[src/hdl/periph_settings.svh]
`ifndef PERIPH_SETTINGS_SVH
`define PERIPH_SETTINGS_SVH

// Peripheral windows, byte addresses.
`define SPI_BASE        32'hFF000000
`define SYSCON_BASE     32'hFF000010
`define TIMER_BASE      32'hFF000080
`define WINDOW_WORDS    4

// Word offsets inside each window.
`define SPI_DATA_OFS    2'd0
`define SPI_STAT_OFS    2'd1
`define SYSCON_CMD_OFS  2'd0
`define TMR_MTIME_LO    2'd0
`define TMR_MTIME_HI    2'd1
`define TMR_CMP_LO      2'd2
`define TMR_CMP_HI      2'd3

// Clock cycles per mtime tick.
`define TIMER_DIV       100

`define REBOOT_CODE     8'h77
`define POWEROFF_CODE   8'h55

`endif

[src/hdl/memBusPkg.sv]
package memBusPkg;

    // Core-side bus uses word addresses throughout.
    typedef logic [29:0] wordAddr_t;

    typedef logic [31:0] busData_t;

    // One enable per byte lane with bit 0 the lowest lane.
    typedef logic [3:0] byteMask_t;

    // Word offset inside a four-word peripheral window.
    typedef logic [1:0] regOffset_t;

endpackage

[src/hdl/periphPkg.sv]
package periphPkg;

    // Transfer length, picked by the write mask.
    typedef enum logic [1:0] {
        eight,
        sixteen,
        thirtyTwo
    } spiLen_t;

    // SPI status register layout.
    typedef struct packed {
        logic [22:0] rsvdHi;
        logic        rxValid;  // Bit 8.
        logic [6:0]  rsvdLo;
        logic        busy;     // Bit 0.
    } spiStatus_t;

    typedef enum logic [1:0] {
        selNone,
        selSpi,
        selSysCon,
        selTimer
    } periphSel_t;

endpackage

[src/hdl/aclintTimer.sv]
`timescale 1ns/1ps
`include "periph_settings.svh"

module aclintTimer
    import memBusPkg::*;
(
    input  logic        clk,
    input  logic        rst,
    input  logic        re,
    input  logic        we,
    input  regOffset_t  offset,
    input  byteMask_t   wmask,
    input  busData_t    wdata,
    output busData_t    rdata,
    output logic        rvalid,
    output logic [63:0] mtime,
    output logic        timerIrq
);

    localparam int DivW = $clog2(`TIMER_DIV);

    logic [DivW-1:0] divCnt;
    logic [63:0]     mtimeCmp;
    logic [63:0]     mtimeNext;
    logic            tick;

    function automatic busData_t mergeBytes(busData_t old, busData_t val, byteMask_t m);
        busData_t res;
        res = old;
        for (int i = 0; i < 4; i++) begin
            if (m[i])
                res[8*i +: 8] = val[8*i +: 8];
        end
        return res;
    endfunction

    assign tick = (divCnt == '0);

    // Software write wins over the tick.
    always_comb begin
        mtimeNext = tick ? mtime + 64'd1 : mtime;
        if (we && offset == `TMR_MTIME_LO)
            mtimeNext = {mtime[63:32], mergeBytes(mtime[31:0], wdata, wmask)};
        else if (we && offset == `TMR_MTIME_HI)
            mtimeNext = {mergeBytes(mtime[63:32], wdata, wmask), mtime[31:0]};
    end

    always_ff @(posedge clk) begin
        if (rst) begin
            divCnt   <= DivW'(`TIMER_DIV - 1);
            mtime    <= '0;
            mtimeCmp <= '1;
            timerIrq <= 1'b0;
            rvalid   <= 1'b0;
        end else begin
            divCnt   <= tick ? DivW'(`TIMER_DIV - 1) : divCnt - 1'b1;
            mtime    <= mtimeNext;
            timerIrq <= (mtime >= mtimeCmp);
            rvalid   <= re;
            if (we && offset == `TMR_CMP_LO)
                mtimeCmp[31:0] <= mergeBytes(mtimeCmp[31:0], wdata, wmask);
            if (we && offset == `TMR_CMP_HI)
                mtimeCmp[63:32] <= mergeBytes(mtimeCmp[63:32], wdata, wmask);
        end
    end

    always_ff @(posedge clk) begin
        if (re) begin
            case (offset)
                `TMR_MTIME_LO: rdata <= mtime[31:0];
                `TMR_MTIME_HI: rdata <= mtime[63:32];
                `TMR_CMP_LO:   rdata <= mtimeCmp[31:0];
                default:       rdata <= mtimeCmp[63:32];
            endcase
        end
    end

endmodule

[src/hdl/spiMaster.sv]
`timescale 1ns/1ps
`include "periph_settings.svh"

module spiMaster
    import memBusPkg::*;
    import periphPkg::*;
(
    input  logic       clk,
    input  logic       rst,
    input  logic       re,
    input  logic       we,
    input  regOffset_t offset,
    input  byteMask_t  wmask,
    input  busData_t   wdata,
    output busData_t   rdata,
    output logic       rvalid,
    output logic       busy,
    output logic       spiCs,
    output logic       spiClk,
    output logic       spiMosi,
    input  logic       spiMiso
);

    spiLen_t    wrLen;
    logic [5:0] wrBits;
    busData_t   wrFrame;
    logic [5:0] bitCnt;    // Rising edges still to go.
    busData_t   shiftReg;
    logic [7:0] rxData;
    logic       rxValid;
    logic       start;
    spiStatus_t status;

    function automatic spiLen_t lenFromMask(byteMask_t m);
        case (m)
            4'b0001: return eight;
            4'b0011: return sixteen;
            default: return thirtyTwo;
        endcase
    endfunction

    assign wrLen = lenFromMask(wmask);
    assign start = we && (offset == `SPI_DATA_OFS);

    // Payload goes MSB first, so left-align it.
    always_comb begin
        case (wrLen)
            eight: begin
                wrBits  = 6'd8;
                wrFrame = {wdata[7:0], 24'b0};
            end
            sixteen: begin
                wrBits  = 6'd16;
                wrFrame = {wdata[15:0], 16'b0};
            end
            default: begin
                wrBits  = 6'd32;
                wrFrame = wdata;
            end
        endcase
    end

    assign busy = ~spiCs;

    always_comb begin
        status         = '0;
        status.busy    = busy;
        status.rxValid = rxValid;
    end

    always_ff @(posedge clk) begin
        if (rst) begin
            spiCs   <= 1'b1;
            spiClk  <= 1'b0;
            spiMosi <= 1'b0;
            bitCnt  <= '0;
            rxData  <= '0;
            rxValid <= 1'b0;
            rvalid  <= 1'b0;
        end else begin
            rvalid <= re;
            if (re && offset == `SPI_DATA_OFS)
                rxValid <= 1'b0;  // Data read consumes the byte.

            if (!spiCs) begin
                if (spiClk) begin
                    spiClk  <= 1'b0;
                    spiMosi <= shiftReg[31];
                end else if (bitCnt != '0) begin
                    spiClk   <= 1'b1;
                    bitCnt   <= bitCnt - 1'b1;
                    shiftReg <= {shiftReg[30:0], spiMiso};
                end else begin
                    spiCs   <= 1'b1;
                    rxData  <= shiftReg[7:0];
                    rxValid <= 1'b1;
                end
            end

            if (start) begin
                spiCs    <= 1'b0;
                spiClk   <= 1'b0;
                bitCnt   <= wrBits;
                shiftReg <= wrFrame;
                spiMosi  <= wrFrame[31];
            end
        end
    end

    always_ff @(posedge clk) begin
        if (re) begin
            case (offset)
                `SPI_DATA_OFS: rdata <= {24'b0, rxData};
                `SPI_STAT_OFS: rdata <= status;
                default:       rdata <= '0;
            endcase
        end
    end

endmodule

[src/hdl/sysCon.sv]
`timescale 1ns/1ps
`include "periph_settings.svh"

module sysCon
    import memBusPkg::*;
(
    input  logic       clk,
    input  logic       rst,
    input  logic       re,
    input  logic       we,
    input  regOffset_t offset,
    input  byteMask_t  wmask,
    input  busData_t   wdata,
    output busData_t   rdata,
    output logic       rvalid,
    output logic       reboot,
    output logic       powerOff
);

    logic cmdWrite;

    // Only the low byte carries a command.
    assign cmdWrite = we && (offset == `SYSCON_CMD_OFS) && wmask[0];

    assign rdata = '0;  // Write-only block.

    always_ff @(posedge clk) begin
        if (rst) begin
            reboot   <= 1'b0;
            powerOff <= 1'b0;
            rvalid   <= 1'b0;
        end else begin
            rvalid   <= re;
            reboot   <= cmdWrite && (wdata[7:0] == `REBOOT_CODE);
            powerOff <= cmdWrite && (wdata[7:0] == `POWEROFF_CODE);
        end
    end

endmodule

[src/hdl/periphDecode.sv]
`timescale 1ns/1ps
`include "periph_settings.svh"

module periphDecode
    import memBusPkg::*;
    import periphPkg::*;
(
    input  logic       clk,
    input  logic       rst,
    input  logic       re,
    input  wordAddr_t  raddr,
    input  logic       we,
    input  wordAddr_t  waddr,
    output regOffset_t offset,
    output logic       spiRe,
    output logic       spiWe,
    output logic       sysRe,
    output logic       sysWe,
    output logic       tmrRe,
    output logic       tmrWe,
    input  busData_t   spiRdata,
    input  busData_t   sysRdata,
    input  busData_t   tmrRdata,
    input  logic       spiRvalid,
    input  logic       sysRvalid,
    input  logic       tmrRvalid,
    output busData_t   rdata,
    output logic       rvalid
);

    periphSel_t rdSel;
    periphSel_t sel;   // Peripheral answering this cycle.
    logic       miss;

    function automatic logic inWindow(wordAddr_t addr, logic [31:0] base);
        wordAddr_t baseWord;
        baseWord = base[31:2];
        return (addr >= baseWord) && (addr < baseWord + `WINDOW_WORDS);
    endfunction

    always_comb begin
        if (inWindow(raddr, `SPI_BASE))
            rdSel = selSpi;
        else if (inWindow(raddr, `SYSCON_BASE))
            rdSel = selSysCon;
        else if (inWindow(raddr, `TIMER_BASE))
            rdSel = selTimer;
        else
            rdSel = selNone;
    end

    assign spiRe = re && (rdSel == selSpi);
    assign sysRe = re && (rdSel == selSysCon);
    assign tmrRe = re && (rdSel == selTimer);

    assign spiWe = we && inWindow(waddr, `SPI_BASE);
    assign sysWe = we && inWindow(waddr, `SYSCON_BASE);
    assign tmrWe = we && inWindow(waddr, `TIMER_BASE);

    // Windows are aligned, so the low address bits are the offset.
    assign offset = we ? regOffset_t'(waddr) : regOffset_t'(raddr);

    always_ff @(posedge clk) begin
        if (rst) begin
            sel  <= selNone;
            miss <= 1'b0;
        end else begin
            sel  <= re ? rdSel : selNone;
            miss <= re && (rdSel == selNone);
        end
    end

    always_comb begin
        case (sel)
            selSpi: begin
                rdata  = spiRdata;
                rvalid = spiRvalid;
            end
            selSysCon: begin
                rdata  = sysRdata;
                rvalid = sysRvalid;
            end
            selTimer: begin
                rdata  = tmrRdata;
                rvalid = tmrRvalid;
            end
            default: begin
                rdata  = '0;
                rvalid = miss;  // Unmapped read gets zero.
            end
        endcase
    end

endmodule

[src/hdl/periphTop.sv]
`timescale 1ns/1ps

module periphTop
    import memBusPkg::*;
(
    input  logic        clk,
    input  logic        rst,
    input  logic        re,
    input  wordAddr_t   raddr,
    output busData_t    rdata,
    output logic        rvalid,
    output logic        rbusy,
    input  logic        we,
    input  wordAddr_t   waddr,
    input  byteMask_t   wmask,
    input  busData_t    wdata,
    output logic [63:0] mtime,
    output logic        timerIrq,
    output logic        spiCs,
    output logic        spiClk,
    output logic        spiMosi,
    input  logic        spiMiso,
    output logic        reboot,
    output logic        powerOff
);

    regOffset_t offset;
    logic       spiRe;
    logic       spiWe;
    logic       sysRe;
    logic       sysWe;
    logic       tmrRe;
    logic       tmrWe;
    busData_t   spiRdata;
    busData_t   sysRdata;
    busData_t   tmrRdata;
    logic       spiRvalid;
    logic       sysRvalid;
    logic       tmrRvalid;

    periphDecode decode0 (
        .clk(clk), .rst(rst),
        .re(re), .raddr(raddr), .we(we), .waddr(waddr),
        .offset(offset),
        .spiRe(spiRe), .spiWe(spiWe),
        .sysRe(sysRe), .sysWe(sysWe),
        .tmrRe(tmrRe), .tmrWe(tmrWe),
        .spiRdata(spiRdata), .sysRdata(sysRdata), .tmrRdata(tmrRdata),
        .spiRvalid(spiRvalid), .sysRvalid(sysRvalid), .tmrRvalid(tmrRvalid),
        .rdata(rdata), .rvalid(rvalid)
    );

    aclintTimer timer0 (
        .clk(clk), .rst(rst),
        .re(tmrRe), .we(tmrWe), .offset(offset), .wmask(wmask), .wdata(wdata),
        .rdata(tmrRdata), .rvalid(tmrRvalid),
        .mtime(mtime), .timerIrq(timerIrq)
    );

    // SPI busy is the only source of back-pressure.
    spiMaster spi0 (
        .clk(clk), .rst(rst),
        .re(spiRe), .we(spiWe), .offset(offset), .wmask(wmask), .wdata(wdata),
        .rdata(spiRdata), .rvalid(spiRvalid), .busy(rbusy),
        .spiCs(spiCs), .spiClk(spiClk), .spiMosi(spiMosi), .spiMiso(spiMiso)
    );

    sysCon sysCon0 (
        .clk(clk), .rst(rst),
        .re(sysRe), .we(sysWe), .offset(offset), .wmask(wmask), .wdata(wdata),
        .rdata(sysRdata), .rvalid(sysRvalid),
        .reboot(reboot), .powerOff(powerOff)
    );

endmodule

[config.mk]
export PLATFORM = sky130hd
export DESIGN_NAME = periphTop
export DESIGN_NICKNAME = d
export VERILOG_FILES = /design/src/hdl/memBusPkg.sv /design/src/hdl/periphPkg.sv /design/src/hdl/aclintTimer.sv /design/src/hdl/spiMaster.sv /design/src/hdl/sysCon.sv /design/src/hdl/periphDecode.sv /design/src/hdl/periphTop.sv
export VERILOG_INCLUDE_DIRS = /design/src /design/src/hdl
export SDC_FILE = /design/constraint.sdc
export NUM_CORES = 1
export LEC_CHECK = 0
export BUFFER_PORTS_ARGS = -buffer_cell sky130_fd_sc_hd__buf_2
export CORE_MARGIN = 2
export CORE_UTILIZATION = 59
export DETAILED_ROUTE_END_ITERATION = 16
export PLACE_DENSITY_LB_ADDON = 0.3
export SETUP_SLACK_MARGIN = 0.2
export SKIP_CTS_REPAIR_TIMING = 1
export SLEW_MARGIN = 0
export SYNTH_ARGS = -nofsm -noshare
export SYNTH_HDL_FRONTEND = slang
export SYNTH_HIERARCHICAL = 1
export SYNTH_SLANG_ARGS = --single-unit
[constraint.sdc]
create_clock -name clk -period 5.4 [get_ports clk]
set_input_delay 0.54 -clock clk [delete_from_list [all_inputs] [get_ports clk]]
set_output_delay 0.54 -clock clk [all_outputs]
set_load 0.1 [all_outputs]
==> impl_metrics.py <==
metrics = {
    "floorplan": {
        "die-area_mm2": 0.0263,
        "initial_utilization": 0.604,
        "core_mm2": 0.0245,
        "rows": 57,
        "pin_count": 205,
        "dieWidth_um": 162,
        "fp.dieH_um": 162,
    },
    "clock_tree": {
        "max-clock-path-buffers": 3,
        "root_buffer": "clkbuf_16",
        "cts_sinks": 235,
        "cts_tree": "yes",
        "insertion_delay_ns": 0.54,
        "cts_made_buffers": 26,
        "h-tree-depth": 1,
        "clk_pin_slew_worst_paths_ns": 0.06,
    },
    "yosys": {
        "synth_edf_count": 73,
        "yosys.area.top_type": "dfxtp_1",
        "yosysMostFrequentCell": "dfxtp_1",
        "synth_top_area_share": 0.219,
        "ys_seq_elements": 235,
        "ys_types": 85,
        "ys_top_cells_by_area": "dfxtp_1 (22%), edfxtp_1 (15%), ha_1 (5.8%)",
        "synth-main-ff-cell": "dfxtp_1",
        "syn-mean-instance-area_um2": 9.05,
        "async_flop_share": 0,
        "synth_common_cells": "dfxtp_1 (162), nand2_1 (157), a21oi_1 (143), nor2_1 (91), clkbuf_1 (90)",
        "netlist_instances": 1634,
        "netlist_area_mm2": 0.0148,
        "yosysSeqAreaShare": 0.368,
        "yosysWarnings": 6,
    },
    "sta": {
        "fmaxAchievable_ghz": 0.303,
        "fin_skew_ns": 0.0151,
        "hold_violations": 0,
        "grt_setup_unrepaired": "false",
        "worst_pin_slew_ns": 1.22,
        "finalMaxSlewViolations": 0,
        "relSlewSlack": 0.184,
        "tns_ns": 0,
        "setup_viol": 0,
        "finalCriticalPeriod_ns": 3.30,
        "fin_crit_sh": 0.611,
    },
    "route": {
        "wire_per_inst_um": 23.7,
        "drc": 0,
        "drtIter0Drc": 1912,
        "antenna_left": 0,
        "routed_wirelength_um": 50200,
        "dr_total_vias": 14187,
        "dr.pass1.iters": 6,
        "routed_via_density": 6.70,
    },
    "worst_setup_path": {
        "crit_type": "input pin to flop",
        "cp.arrival_ns": 3.69,
        "cp_max_fo": 15,
        "crit_path_end_kind": "flop",
        "reg2reg_depth": 6,
        "worstPathRequired_ns": 5.79,
        "start_kind": "input pin",
    },
    "hold_path": {
        "holdPathStages": 2,
        "hold_path_class": "input pin to flop",
    },
    "pwr": {
        "powerDensity_mw_per_mm2": 244,
        "leakagePower_nw": 7.05,
        "peakVddDrop_uv": 205,
    },
    "run": {
        "cap_violations": 0,
    },
    "finish": {
        "fillers": 2010,
        "insertedDiodeCount": 0,
        "stdcell_area_mm2": 0.0166,
        "drive_gt1_frac": 0.206,
        "area_delta_synth_final_pct": 12.5,
        "nets": 1943,
    },
    "global_route": {
        "grt_pass1_vias": 12859,
        "met1_usage": 0.519,
        "gr-usage-all-layers": 0.371,
        "grt_antenna_before_repair": 2,
        "top_usage_layer": "met2",
        "grt_max_degree": 70,
        "grtUsageMet3": 0.0776,
        "use_met2": 0.567,
        "grt_first_pass_wirelength_um": 75600,
        "grt.overflow.total": 0,
    },
    "place": {
        "routabilityCongestion": 1.04,
        "io_buffers": 204,
        "hpwl_um": 35200,
        "postPlaceCellArea_mm2": 0.0158,
    },
    "status": {
        "status": "complete, no violations",
    },
}
==> state kept, by name, indices dropped and copies added (netlist names), 2 cells and up <==
register and cells:
spi0/bitCnt 6, spi0/shiftReg 32, timer0/mtime 64, spi0/rxData 8
timer0/divCnt 7, timer0/rdata 32, spi0/rdata 9, decode0/sel 2
timer0/mtimeCmp 64
==> through the flow <==
step	util	cells	hold WS, ns	total power [mW]	worst slack (ns)
2_1_floorplan	-	1687	0.384	2.13	1.37
3_3_place_gp	0.644	2069	0.402	2.25	1.75
3_5_place_dp	0.644	2069	0.415	2.25	1.73
4_1_cts	0.680	2117	0.256	4.05	2.25
5_1_grt	0.680	2117	0.274	4.15	1.94
6_report	0.680	2117	0.262	4.06	2.10
==> final timing paths <==
kind	startpoint	to	slack (ns)
worst min register to register	timer0/divCnt[0]	timer0/divCnt[0]	0.42
worst min-delay path	re	decode0/miss	0.26
worst max-delay path	waddr[3]	timer0/mtime[25]	2.10
worst max register to register	timer0/mtime[10]	timer0/mtime[49]	2.13
==> worst max-delay path: stages <==
cell	delay, ns
buf_2	0.10
nor4b_1	0.36
nand4_1	0.20
nor4_1	0.35
buf_4	0.21
nor3b_2	0.69
buf_4	0.37
buf_4	0.21
nand2_1	0.08
nand2_1	0.20
o21ai_0	0.12
a22oi_1	0.18
nor2_1	0.07
==> layout by cell type, fill, tap and decap left out, drive strengths merged, types with 12 or more instances in the layout <==
cell type  netlist  final
buf             75    224
dfxtp          162    162
nand2          159    159
a21oi          143    143
nor2            92     92
inv             86     87
edfxtp          73     73
ha              69     69
o21ai           64     64
nand3           57     57
conb             2     55
a22o            50     50
nand4           43     43
o211ai          39     39
clkbuf          91     39
mux2            37     37
nor3            36     36
mux4            33     33
a311o           32     32
nor4            29     29
and3            24     24
mux2i           23     23
a31oi           21     21
and2            19     19
a22oi           15     15
o31ai           12     12
==> cells by family after synthesis <==
logic type      after synthesis  synth area share
mux                          93            0.0940
buf+inv                     253            0.0798
xor+xnor                      8           0.00474
other cells                   2          0.000508
compound gates              441             0.201
fa+ha+maj                    69            0.0584
flops                       235             0.368
simple gates                533             0.194
==> cell type report <==
class                      count  area (um2)  area share
clock buffer                  39         774      0.0466
clock inverter                 9         104     0.00624
inverter                      87         327      0.0196
sequential                   235        5440       0.327
timing repair buffer         224        1170      0.0706
tap                          324         405      0.0244
multi-input combinational   1199        8410       0.506
==> power by group <==
part	total [mW]	switching (mW)	internal (mW)
clock	1.83	0.743	1.09
combinational	0.367	0.260	0.107
sequential	1.86	0.0310	1.83
total	4.06	1.03	3.02
==> layer usage <==
layer | part of all wire | wire length (um)
met4 | 0.040 | 2030
met2 | 0.44 | 22100
met3 | 0.13 | 6610
met5 | 0.00018 | 9
met1 | 0.39 | 19400
(Power assumes the default switching activity.)
